**src/erx_consts.svh**
```systemverilog
`ifndef ERX_CONSTS_SVH
`define ERX_CONSTS_SVH

`default_nettype none

// Packet and address widths
`define ERX_PW 104
`define ERX_AW 32

// Node identity and the group that tags read responses
`define ERX_CHIP_ID 12'h800
`define ERX_GROUP_READTAG 4'h8

// Queue sizing and read watchdog
`define ERX_FIFO_DEPTH 4
`define ERX_TIMEOUT_CYCLES 64
`define ERX_FAULT_DATA 32'hDEADBEEF

`default_nettype wire

`endif

```
**src/erx_pkg.sv**
```systemverilog
`include "erx_consts.svh"

`default_nettype none

package erx_pkg;

  // ####################
  // Destination address
  // ####################

  // Mesh view of the address
  typedef struct packed {
    logic [11:0] chip_id;
    logic [3:0]  group;
    logic [15:0] offset;
  } erx_dst_t;

  // Remap stage reads it flat, sorter reads the mesh fields
  typedef union packed {
    logic [`ERX_AW-1:0] flat;
    erx_dst_t           fields;
  } erx_addr_t;

  // ####################
  // Link packet
  // ####################

  // Field order is the wire order, srcaddr in the top bits
  typedef struct packed {
    logic [`ERX_AW-1:0] srcaddr;
    logic [`ERX_AW-1:0] data;
    erx_addr_t          dstaddr;
    logic [3:0]         ctrlmode;
    logic [1:0]         datamode;
    logic               write;
    logic               access;
  } erx_packet_t;

endpackage

`default_nettype wire

```
**src/erx_remap.sv**
```systemverilog
`include "erx_consts.svh"

`default_nettype none

module erx_remap (
  input  logic                 clk,
  input  logic                 reset,
  // Link side
  input  logic                 erx_access,
  input  erx_pkg::erx_packet_t erx_packet,
  output logic                 erx_remap_wait,
  // Table configuration
  input  logic                 cfg_write,
  input  logic [3:0]           cfg_index,
  input  logic                 cfg_enable,
  input  logic [11:0]          cfg_chip_id,
  // Toward the sorter
  output logic                 emmu_access,
  output erx_pkg::erx_packet_t emmu_packet,
  input  logic                 emmu_wait
);

  import erx_pkg::*;

  logic [15:0] map_en;
  logic [11:0] map_id [16];
  logic [3:0]  map_idx;
  logic        load;
  erx_packet_t remapped;

  // ####################
  // Remap table
  // ####################

  // Enables come up cleared
  always_ff @(posedge clk) begin
    if (reset) begin
      map_en <= '0;
    end else if (cfg_write) begin
      map_en[cfg_index] <= cfg_enable;
    end
  end

  always_ff @(posedge clk) begin
    if (cfg_write) begin
      map_id[cfg_index] <= cfg_chip_id;
    end
  end

  // Table slot picked by top nibble of flat address
  assign map_idx = erx_packet.dstaddr.flat[`ERX_AW-1:`ERX_AW-4];

  always_comb begin
    remapped = erx_packet;
    if (map_en[map_idx]) begin
      remapped.dstaddr.fields.chip_id = map_id[map_idx];
    end
  end

  // ####################
  // Output register
  // ####################

  // Single slot, so link stalls whenever sorter stalls
  assign erx_remap_wait = emmu_wait;
  assign load           = erx_access & ~erx_remap_wait;

  // Held while sorter waits, refilled as it drains
  always_ff @(posedge clk) begin
    if (reset) begin
      emmu_access <= 1'b0;
    end else if (!emmu_wait) begin
      emmu_access <= erx_access;
    end
  end

  always_ff @(posedge clk) begin
    if (load) begin
      emmu_packet <= remapped;
    end
  end

endmodule

`default_nettype wire

```
**src/erx_disty.sv**
```systemverilog
`include "erx_consts.svh"

`default_nettype none

module erx_disty (
  // Raw link input
  input  logic                 erx_access,
  input  erx_pkg::erx_packet_t erx_packet,
  output logic                 erx_wait,
  // Remapped link input
  input  logic                 emmu_access,
  input  erx_pkg::erx_packet_t emmu_packet,
  output logic                 emmu_wait,
  // DMA input
  input  logic                 edma_access,
  input  erx_pkg::erx_packet_t edma_packet,
  output logic                 edma_wait,
  // Master write queue
  output logic                 rxwr_fifo_access,
  output erx_pkg::erx_packet_t rxwr_fifo_packet,
  input  logic                 rxwr_fifo_wait,
  // Master read queue
  output logic                 rxrd_fifo_access,
  output erx_pkg::erx_packet_t rxrd_fifo_packet,
  input  logic                 rxrd_fifo_wait,
  // Read response queue
  output logic                 rxrr_fifo_access,
  output erx_pkg::erx_packet_t rxrr_fifo_packet,
  input  logic                 rxrr_fifo_wait,
  // Watchdog expiry
  input  logic                 timeout
);

  import erx_pkg::*;

  logic        rx_rd_wait;
  logic        rx_wr_wait;
  logic        emmu_read;
  logic        emmu_go;
  logic        erx_rresp;
  erx_packet_t fault_packet;

  // ####################
  // Wait generation
  // ####################

  assign rx_rd_wait = rxrd_fifo_wait;
  assign rx_wr_wait = rxwr_fifo_wait | rxrr_fifo_wait;
  // Timeout owns the response queue for its cycle
  assign erx_wait   = rx_rd_wait | rx_wr_wait | timeout;
  assign emmu_wait  = erx_wait;
  assign emmu_go    = emmu_access & ~emmu_wait;
  assign emmu_read  = emmu_access & ~emmu_packet.write;
  // Remapped read blocks DMA even while stalled
  assign edma_wait  = rxrd_fifo_wait | emmu_read;

  // ####################
  // Read response path
  // ####################

  // Own chip id plus read-tag group marks a response
  assign erx_rresp = erx_access & ~erx_wait & erx_packet.write &
                     (erx_packet.dstaddr.fields.chip_id == `ERX_CHIP_ID) &
                     (erx_packet.dstaddr.fields.group == `ERX_GROUP_READTAG);

  always_comb begin
    fault_packet                        = '0;
    fault_packet.data                   = `ERX_FAULT_DATA;
    fault_packet.dstaddr.fields.chip_id = `ERX_CHIP_ID;
    fault_packet.dstaddr.fields.group   = `ERX_GROUP_READTAG;
    fault_packet.write                  = 1'b1;
    fault_packet.access                 = 1'b1;
  end

  assign rxrr_fifo_access = timeout | erx_rresp;
  assign rxrr_fifo_packet = timeout ? fault_packet : erx_packet;

  // ####################
  // Write and read paths
  // ####################

  // Writes to own id are responses, handled raw above
  assign rxwr_fifo_access = emmu_go & emmu_packet.write &
                            (emmu_packet.dstaddr.fields.chip_id != `ERX_CHIP_ID);
  assign rxwr_fifo_packet = emmu_packet;

  // Remapped read first, DMA fills the gaps
  assign rxrd_fifo_access = (emmu_go & ~emmu_packet.write) | (edma_access & ~edma_wait);
  assign rxrd_fifo_packet = emmu_read ? emmu_packet : edma_packet;

endmodule

`default_nettype wire

```
**src/erx_fifo.sv**
```systemverilog
`include "erx_consts.svh"

`default_nettype none

module erx_fifo #(
  parameter int DEPTH = `ERX_FIFO_DEPTH
) (
  input  logic                 clk,
  input  logic                 reset,
  // Write side
  input  logic                 in_access,
  input  erx_pkg::erx_packet_t in_packet,
  output logic                 in_wait,
  // Read side, head always visible
  output logic                 out_access,
  output erx_pkg::erx_packet_t out_packet,
  input  logic                 out_wait
);

  import erx_pkg::*;

  localparam int PTR_W = (DEPTH > 1) ? $clog2(DEPTH) : 1;
  localparam int CNT_W = $clog2(DEPTH + 1);

  erx_packet_t      mem [DEPTH];
  logic [PTR_W-1:0] wr_ptr;
  logic [PTR_W-1:0] rd_ptr;
  logic [CNT_W-1:0] count;
  logic             push;
  logic             pop;

  // Full flag is the upstream stall
  assign in_wait    = (count == CNT_W'(DEPTH));
  assign out_access = (count != '0);
  assign out_packet = mem[rd_ptr];

  assign push = in_access & ~in_wait;
  assign pop  = out_access & ~out_wait;

  // ####################
  // Storage
  // ####################

  always_ff @(posedge clk) begin
    if (push) begin
      mem[wr_ptr] <= in_packet;
    end
  end

  // Pointers wrap at DEPTH, any size works
  always_ff @(posedge clk) begin
    if (reset) begin
      wr_ptr <= '0;
      rd_ptr <= '0;
      count  <= '0;
    end else begin
      if (push) begin
        wr_ptr <= (wr_ptr == PTR_W'(DEPTH - 1)) ? '0 : wr_ptr + 1'b1;
      end
      if (pop) begin
        rd_ptr <= (rd_ptr == PTR_W'(DEPTH - 1)) ? '0 : rd_ptr + 1'b1;
      end
      // Simultaneous push and pop leaves count alone
      if (push && !pop) begin
        count <= count + 1'b1;
      end else if (pop && !push) begin
        count <= count - 1'b1;
      end
    end
  end

endmodule

`default_nettype wire

```
**src/erx_watchdog.sv**
```systemverilog
`include "erx_consts.svh"

`default_nettype none

module erx_watchdog (
  input  logic clk,
  input  logic reset,
  // Read queue output handshake
  input  logic rxrd_access,
  input  logic rxrd_packet_write,
  input  logic rxrd_wait,
  // Response queue output handshake
  input  logic rxrr_access,
  input  logic rxrr_wait,
  output logic timeout
);

  localparam int CW = $clog2(`ERX_TIMEOUT_CYCLES + 1);

  logic          armed;
  logic [CW-1:0] count;
  logic          rd_issued;
  logic          rr_seen;

  assign rd_issued = rxrd_access & ~rxrd_wait & ~rxrd_packet_write;
  assign rr_seen   = rxrr_access & ~rxrr_wait;

  // Fresh read restarts the timer, any response disarms it
  always_ff @(posedge clk) begin
    if (reset) begin
      armed   <= 1'b0;
      count   <= '0;
      timeout <= 1'b0;
    end else begin
      timeout <= 1'b0;
      if (rd_issued) begin
        armed <= 1'b1;
        count <= '0;
      end else if (rr_seen) begin
        armed <= 1'b0;
        count <= '0;
      end else if (armed) begin
        if (count == CW'(`ERX_TIMEOUT_CYCLES - 1)) begin
          // Expired, pulse once then go idle
          armed   <= 1'b0;
          count   <= '0;
          timeout <= 1'b1;
        end else begin
          count <= count + 1'b1;
        end
      end
    end
  end

endmodule

`default_nettype wire

```
**src/erx_core.sv**
```systemverilog
`default_nettype none

module erx_core (
  input  logic                 clk,
  input  logic                 reset,
  // Link input
  input  logic                 erx_access,
  input  erx_pkg::erx_packet_t erx_packet,
  output logic                 erx_wait,
  // DMA input
  input  logic                 edma_access,
  input  erx_pkg::erx_packet_t edma_packet,
  output logic                 edma_wait,
  // Remap table writes
  input  logic                 cfg_write,
  input  logic [3:0]           cfg_index,
  input  logic                 cfg_enable,
  input  logic [11:0]          cfg_chip_id,
  // Master write stream
  output logic                 rxwr_access,
  output erx_pkg::erx_packet_t rxwr_packet,
  input  logic                 rxwr_wait,
  // Master read stream
  output logic                 rxrd_access,
  output erx_pkg::erx_packet_t rxrd_packet,
  input  logic                 rxrd_wait,
  // Read response stream
  output logic                 rxrr_access,
  output erx_pkg::erx_packet_t rxrr_packet,
  input  logic                 rxrr_wait
);

  import erx_pkg::*;

  logic        emmu_access, emmu_wait, disty_wait, timeout;
  erx_packet_t emmu_packet;
  logic        rxwr_fifo_access, rxrd_fifo_access, rxrr_fifo_access;
  logic        rxwr_fifo_wait, rxrd_fifo_wait, rxrr_fifo_wait;
  erx_packet_t rxwr_fifo_packet, rxrd_fifo_packet, rxrr_fifo_packet;

  // Sorter wait stalls link and remap stage alike
  assign erx_wait = disty_wait;

  erx_remap remap0 (
    .clk, .reset, .erx_access, .erx_packet, .erx_remap_wait(),
    .cfg_write, .cfg_index, .cfg_enable, .cfg_chip_id,
    .emmu_access, .emmu_packet, .emmu_wait
  );

  erx_disty disty0 (
    .erx_access, .erx_packet, .erx_wait(disty_wait),
    .emmu_access, .emmu_packet, .emmu_wait,
    .edma_access, .edma_packet, .edma_wait,
    .rxwr_fifo_access, .rxwr_fifo_packet, .rxwr_fifo_wait,
    .rxrd_fifo_access, .rxrd_fifo_packet, .rxrd_fifo_wait,
    .rxrr_fifo_access, .rxrr_fifo_packet, .rxrr_fifo_wait, .timeout
  );

  // ####################
  // Output queues
  // ####################

  erx_fifo wr_fifo0 (
    .clk, .reset, .in_access(rxwr_fifo_access), .in_packet(rxwr_fifo_packet),
    .in_wait(rxwr_fifo_wait), .out_access(rxwr_access), .out_packet(rxwr_packet),
    .out_wait(rxwr_wait)
  );

  erx_fifo rd_fifo0 (
    .clk, .reset, .in_access(rxrd_fifo_access), .in_packet(rxrd_fifo_packet),
    .in_wait(rxrd_fifo_wait), .out_access(rxrd_access), .out_packet(rxrd_packet),
    .out_wait(rxrd_wait)
  );

  erx_fifo rr_fifo0 (
    .clk, .reset, .in_access(rxrr_fifo_access), .in_packet(rxrr_fifo_packet),
    .in_wait(rxrr_fifo_wait), .out_access(rxrr_access), .out_packet(rxrr_packet),
    .out_wait(rxrr_wait)
  );

  // Watches outgoing reads against returning responses
  erx_watchdog wdog0 (
    .clk, .reset, .rxrd_access, .rxrd_packet_write(rxrd_packet.write), .rxrd_wait,
    .rxrr_access, .rxrr_wait, .timeout
  );

endmodule

`default_nettype wire

```
**config.mk**
```make
export PLATFORM = sky130hd
export DESIGN_NAME = erx_core
export DESIGN_NICKNAME = d
export VERILOG_FILES = /design/src/erx_pkg.sv /design/src/erx_remap.sv /design/src/erx_disty.sv /design/src/erx_fifo.sv /design/src/erx_watchdog.sv /design/src/erx_core.sv
export VERILOG_INCLUDE_DIRS = /design/src /design/src/src
export SDC_FILE = /design/constraint.sdc
export NUM_CORES = 1
export LEC_CHECK = 0
export BUFFER_PORTS_ARGS = -buffer_cell sky130_fd_sc_hd__buf_2
export CORE_MARGIN = 1.5
export CORE_UTILIZATION = 44
export DETAILED_ROUTE_END_ITERATION = 10
export GPL_ROUTABILITY_DRIVEN = 0
export SETUP_SLACK_MARGIN = 0.1
export SLEW_MARGIN = 20
export SYNTH_ARGS = -nofsm -noshare
export SYNTH_HDL_FRONTEND = slang
export SYNTH_HIERARCHICAL = 1
export SYNTH_SLANG_ARGS = --single-unit
```
**constraint.sdc**
```tcl
create_clock -name clk -period 10.55 [get_ports clk]
set_input_delay 0.5275 -clock clk [delete_from_list [all_inputs] [get_ports clk]]
set_output_delay 0.5275 -clock clk [all_outputs]
set_load 0.05 [all_outputs]
```
# [After elaboration in Yosys (flattened, before gate mapping)]
# Memories as Yosys holds them, arrays and structs flattened. A register that Yosys moved wholly into a read port is not among the register bits.
# Index checks and enable logic that the tools add are counted.
[classes] addsub=13 mul=0 n_div=0 magnitude_cmp=3 eq_ne=13 shift=0 muxes=40 bitwise_logic=34 reduce_logical=21
[ops] cell="104-bit 2-to-1 mux" n=2
[ops] cell="2-bit 2-to-1 mux" n=12
[ops] cell="3-bit 2-to-1 mux" n=6
[ops] cell="1-bit bitwise AND" n=17
[ops] cell="16-bit bitwise mux" n=1
[ops] cell="1-bit 2-to-1 mux" n=15
[ops] cell="2-bit by 1-bit adder with 2-bit output (second input constant)" n=6
[ops] cell="12-bit == test (second input constant)" n=1
[ops] cell="2-bit == test (second input constant)" n=6
[ops] cell="12-bit 2-to-1 mux" n=1
[ops] cell="12-bit != test (second input constant)" n=1
[ops] cell="1-bit inverter" n=11
[ops] cell="4-bit by 5-bit less-than comparator with 1-bit output (second input constant)" n=2
[ops] cell="3-bit by 1-bit adder with 3-bit output (second input constant)" n=3
[ops] cell="3-bit == test (second input constant)" n=3
[ops] cell="3-bit nonzero test" n=3
[ops] cell="3-bit by 1-bit subtractor with 3-bit output (second input constant)" n=3
[ops] cell="7-bit by 1-bit adder with 7-bit output (second input constant)" n=1
[ops] cell="7-bit by 6-bit == test with 1-bit output (second input constant)" n=1
[ops] cell="1-bit logical AND" n=7
[ops] cell="7-bit 2-to-1 mux" n=1
[ops] cell="1-bit zero test" n=6
[ops] cell="1-bit OR" n=6
[ops] cell="2-bit nonzero test" n=3
[ops] cell="6 further kinds" n=6
[totals] reg_bits=151 latch_bits=0 mem_bits_rw=1440 rom_bits=0 input_bits=233 out_inout_bits=317 wordCells=149 mem_count=4
[memory_table] name="rd_fifo0.mem" depth=4 word_bits=104 read_ports=1 rd_ports_with_merged_regs=1 write_ports=1 line="erx_fifo.sv:25" rtl="erx_packet_t mem [DEPTH];"
[memory_table] name="rr_fifo0.mem" depth=4 word_bits=104 read_ports=1 rd_ports_with_merged_regs=1 write_ports=1 line="erx_fifo.sv:25"
[memory_table] name="wr_fifo0.mem" depth=4 word_bits=104 read_ports=1 rd_ports_with_merged_regs=1 write_ports=1 line="erx_fifo.sv:25"
[memory_table] name="remap0.map_id" depth=16 word_bits=12 read_ports=1 rd_ports_with_merged_regs=0 write_ports=1 line="erx_remap.sv:26" rtl="logic [11:0] map_id [16];"

# [Logic depth before layout (Yosys ltp)]
[logic_depth] ltp_word=15 depth_mapped=14 mapped_depth_nobuf=13

# [Modules after synthesis]
# The synthesis kept the hierarchy.
[modules_own_cells] module="erx_fifo" n_inst=3 cells_per_inst=596 area_each_um2=15498.6 seq_area_each_um2=12672.2
[modules_own_cells] module="erx_remap" n_inst=1 cells_per_inst=519 area_each_um2=11358.4 seq_area_each_um2=9228.9
[modules_own_cells] module="erx_disty" n_inst=1 cells_per_inst=354 area_each_um2=2846.5 seq_area_each_um2=0.0
[modules_own_cells] module="erx_watchdog" n_inst=1 cells_per_inst=46 area_each_um2=405.4 seq_area_each_um2=180.2

# [Worst setup path before layout]
# Ideal clock, no wire load.
[synth_path] path_kind="flip-flop to flip-flop" from="reg rr_fifo0.count[0]" to="reg remap0/emmu_packet[0] (netlist name)" setup_time_ps=580 t_arrival_ps=5858 required_ps=9970 setup_slack_ps=4112 path_stages_with_launch=6 n_path_buf=1 synth_period_minus_slack_ps=6438 path_cell_list="dfxtp_1 or3b_1 buf_2 inv_2 or4_4 nor2b_1"
[synth_between] elab_chain_len=6
[synth_rtl] element="start, declared" line="erx_fifo.sv:28" rtl="logic [CNT_W-1:0] count;"
[synth_rtl] element="start signal, assigned" line="erx_fifo.sv:65" rtl="count <= count + 1'b1;"
[synth_rtl] element="start signal, assigned" line="erx_fifo.sv:67" rtl="count <= count - 1'b1;"
[synth_rtl] element="3-bit == test" line="erx_fifo.sv:33" rtl="assign in_wait = (count == CNT_W'(DEPTH));"
[synth_rtl] element="net rxrr_fifo_wait" line="erx_core.sv:38" rtl="logic rxwr_fifo_wait, rxrd_fifo_wait, rxrr_fifo_wait;"
[synth_rtl] element="1-bit OR" line="erx_disty.sv:48" rtl="assign rx_wr_wait = rxwr_fifo_wait | rxrr_fifo_wait;"
[synth_rtl] element="1-bit OR (2 in a row)" line="erx_disty.sv:50" rtl="assign erx_wait = rx_rd_wait | rx_wr_wait | timeout;"
[synth_rtl] element="net emmu_wait" line="erx_core.sv:35" rtl="logic emmu_access, emmu_wait, disty_wait, timeout;"
[synth_rtl] element="1-bit inverter" line="erx_remap.sv:66" rtl="assign load = erx_access & ~erx_remap_wait;"
[synth_rtl] element="1-bit bitwise AND" line="erx_remap.sv:66"
[synth_rtl] element="net remap0.load" line="erx_remap.sv:28" rtl="logic load;"
# The timed path passes the listed nets, and every way through them passes these cells.
# A chain may end at the register's enable or synchronous reset.

# [Worst setup path after layout]
[layout_path] from="reg rr_fifo0.count[0]" to="mem rr_fifo0/mem[2][28] (netlist bit) (enable)"
[layout_between] elab_chain_len=13 elab_cells_between_ends=14 cone_classes="1 x eq/ne; 2 x mux; 11 x bitwise"
[layout_rtl] element="3-bit == test" line="erx_fifo.sv:33"
[layout_rtl] element="net rxrr_fifo_wait" line="erx_core.sv:38"
[layout_rtl] element="1-bit OR" line="erx_disty.sv:48"
[layout_rtl] element="1-bit OR (2 in a row)" line="erx_disty.sv:50"
[layout_rtl] element="1-bit inverter" line="erx_disty.sv:62" rtl="assign erx_rresp = erx_access & ~erx_wait & erx_packet.write &"
[layout_rtl] element="1-bit bitwise AND (4 in a row)" line="erx_disty.sv:62"
[layout_rtl] element="1-bit OR" line="erx_disty.sv:75" rtl="assign rxrr_fifo_access = timeout | erx_rresp;"
[layout_rtl] element="net rxrr_fifo_access" line="erx_core.sv:37" rtl="logic rxwr_fifo_access, rxrd_fifo_access, rxrr_fifo_access;"
[layout_rtl] element="1-bit bitwise AND" line="erx_fifo.sv:37" rtl="assign push = in_access & ~in_wait;"
[layout_rtl] element="1-bit 2-to-1 mux" line="erx_fifo.sv:45" rtl="if (push) begin"
[layout_rtl] element="1-bit 2-to-1 mux (not written as such)" line="erx_fifo.sv:46" rtl="mem[wr_ptr] <= in_packet;"
[layout_rtl] element="end, declared" line="erx_fifo.sv:25"
# The timed path passes the listed nets, and every way through them passes these cells.

==> flow_metrics.tcl <==
set metrics [dict create \
    syn_area_per_cell_um2 22.6 \
    area_growth_pct 16.6 \
    synth_area_mm2 0.0611 \
    synth_nets 2961 \
    drc 0 \
    htreeDepth 4 \
    crit_fanout 59 \
    cap_violations 0 \
    hpwl_um 101000 \
    fmax_mhz 220 \
    finalSetupViolations 0 \
    p_seq_share_pct 44.0 \
    cpMaxStageDelayCell "buf_4" \
    rr_worst_depth 8 \
    p_per_area_mw_per_mm2 262 \
    hold_viol_final 0 \
    grt_pass1_wl_um 221000 \
    critPathTopFamily "buffers and inverters" \
    yosys_warnings 6 \
    reg2reg_from "rr_fifo0/count[0]$_SDFFE_PP0P_" \
    grt_usage_pct 22.0 \
    worstMarginPinSlew_ps 1130 \
    clock_skew_ps 49.9 \
    leakagePower_uw 0.0233 \
    drive_gt1_share_pct 39.7 \
    clockPowerShare_pct 30.3 \
    p_total_uw 18600 \
    cts_tree "done" \
    tns_ps 0 \
    min_period_over_period_pct 43.0 \
    grt_setup_unrepaired "no" \
    status "completed" \
    slew-limit-headroom_pct 24.8 \
    power.share.switching_pct 33.5 \
    power.internal_uw 12400 \
    irDropWorstVdd_uv 160 \
    path_cells "or3b_1 -> inv_2 -> or4_4 -> nor4_2 -> a41o_1 -> and3_4 -> buf_4 -> buf_4" \
    start_util_pct 44.4 \
    nNetsFinal 3582 \
    clk_pin_slew_worst_paths_ps 60 \
    cp-start-kind "flop" \
    endpoint_kind "flop" \
    crit_path_frequent_cell "buf_4" \
    core_mm2 0.138 \
    overflow 0 \
    path_class "flop to flop" \
    drtPass1Iterations 5 \
    p_comb_share_pct 25.8 \
    io_pins 550 \
    cts_resized 0 \
    via_per_inst 5.61 \
    clock-root-buffer "clkbuf_16" \
    fp.dieArea_mm2 0.141 \
    fillers 10763 \
    vias 29519 \
    path_buf_inv 3 \
    p_sw_uw 6240 \
    drt-total-wl_um 155000 \
    crit_start "rr_fifo0/count[0]$_SDFFE_PP0P_" \
    arrival_ps 4940 \
    period_minus_slack_ps 4540 \
    cts_buffers 165 \
    reg2reg_slack_ps 6010 \
    hold_path.class "input port to flop" \
    critical_path.max_stage_delay_ps 750 \
    cts_sinks 1597 \
    hold_start "rxwr_wait" \
    whs_path_depth 3 \
    clk_path_buf_depth 3 \
    routedWlPerCell_um 29.5 \
    grt_max_degree 73 \
    regToRegEndpoint "rr_fifo0/mem[2][28]$_DFFE_PP_" \
    die_h_um 376 \
    row_count 136 \
    slew_viol_final 0 \
    grt_antenna_before_repair 20 \
    antenna_left 0 \
    die_w_um 376 \
    numPortBuffers 549 \
    drt_iter0_drc 2978 \
    netlist_instances 2706 \
    grt_pass1_vias 30671 \
    insertion_delay_ps 800 \
    cp_data_required_time_ps 10960 \
]
cell usage in the layout, fill, tap and decap left out, types with 17 or more instances in the layout:
cell type	count
clkinv_1	33
inv_1	17
nor2b_1	80
edfxtp_1	1544
ha_1	19
clkbuf_16	165
dlygate4sd3_1	89
a21oi_1	28
mux2_2	103
clkinv_2	25
mux4_2	364
dfxtp_1	46
nor2_1	21
buf_4	39
or2_2	29
a22oi_1	20
buf_2	548
clkbuf_1	37
nand2_1	33
o21ai_0	30
power by group through the flow:
stage / clock network [uW] / registers [uW] / logic [uW]
after detailed placement: 0 / 8340 / 4850
after CTS: 5770 / 8210 / 4890
final: 5640 / 8190 / 4800
after global routing: 6000 / 8260 / 5010
after floorplan: 0 / 8100 / 3750
after global placement: 0 / 8290 / 4770
registers in the layout (all words and copies together) (netlist names), 3 cells and up, named ones only:
register            count
rd_fifo0/count          3
wdog0/count             7
wr_fifo0/count          3
remap0/map_en          16
remap0/map_id         192
rr_fifo0/mem          416
rd_fifo0/mem          416
remap0/emmu_packet    104
wr_fifo0/mem          416
rr_fifo0/count          3
worst reg2reg max path, stage by stage, from the launching register on:
cell and delay [ps]:
dfxtp_1 420, or3b_1 310, inv_2 100, or4_4 600, nor4_2 300, a41o_1 400
and3_4 240, buf_4 700, buf_4 910
routing by layer:
| metal | GRT usage, % | share of wire (%) | vias up | wire length (um) |
|---|---|---|---|---|
| li1 | - | - | 12343 | - |
| met1 | 30.4 | 42 | 15822 | 64900 |
| met2 | 35.5 | 49 | 1156 | 75400 |
| met3 | 5.25 | 7.6 | 190 | 11800 |
| met4 | 5.45 | 1.9 | 8 | 2990 |
| met5 | 0 | 0.028 | - | 44 |
layout make-up:
type	instances	area, um^2	area share (%)
flip-flops and latches	1597	47500	66.6
clock inverters	93	967	1.36
inverters	21	81.3	0.114
diodes	11	27.5	0.0386
well taps	1794	2240	3.15
clock buffers	206	4320	6.07
repair buffers	683	4070	5.71
multi-input cells	859	12100	16.9
per-stage QoR:
stage / setup WS (ps) / util, % / hold slack [ps] / instances / area, um^2
after floorplan: 4120 / - / 423 / 2706 / 61100
after global placement: 5910 / 47.1 / 434 / 4861 / 64900
after detailed placement: 5920 / 47.2 / 466 / 4865 / 65000
after CTS: 5730 / 51.7 / 5.20 / 5253 / 71200
after global routing: 5610 / 51.7 / 23.7 / 5257 / 71200
final: 6010 / 51.7 / 82.5 / 5264 / 71200
what timing repair did:
action | CTS | global route
endpoints found under the hold margin | 94 | 0
hold buffers | 89 | 0
buffers inserted | 0 | 0
worst max path at each step:
stage                     slack (ps)                               to  cells after the start
after floorplan                 4120  remap0/emmu_packet[0]$_DFFE_PP_                      5
after global placement          5910    rr_fifo0/mem[2][30]$_DFFE_PP_                      6
after detailed placement        5920    rr_fifo0/mem[2][80]$_DFFE_PP_                      6
after CTS                       5730                 rxrd_packet[103]                      4
after global routing            5610                  rxrd_packet[64]                      4
final                           6010    rr_fifo0/mem[2][28]$_DFFE_PP_                      8
(Power assumes the default switching activity.)
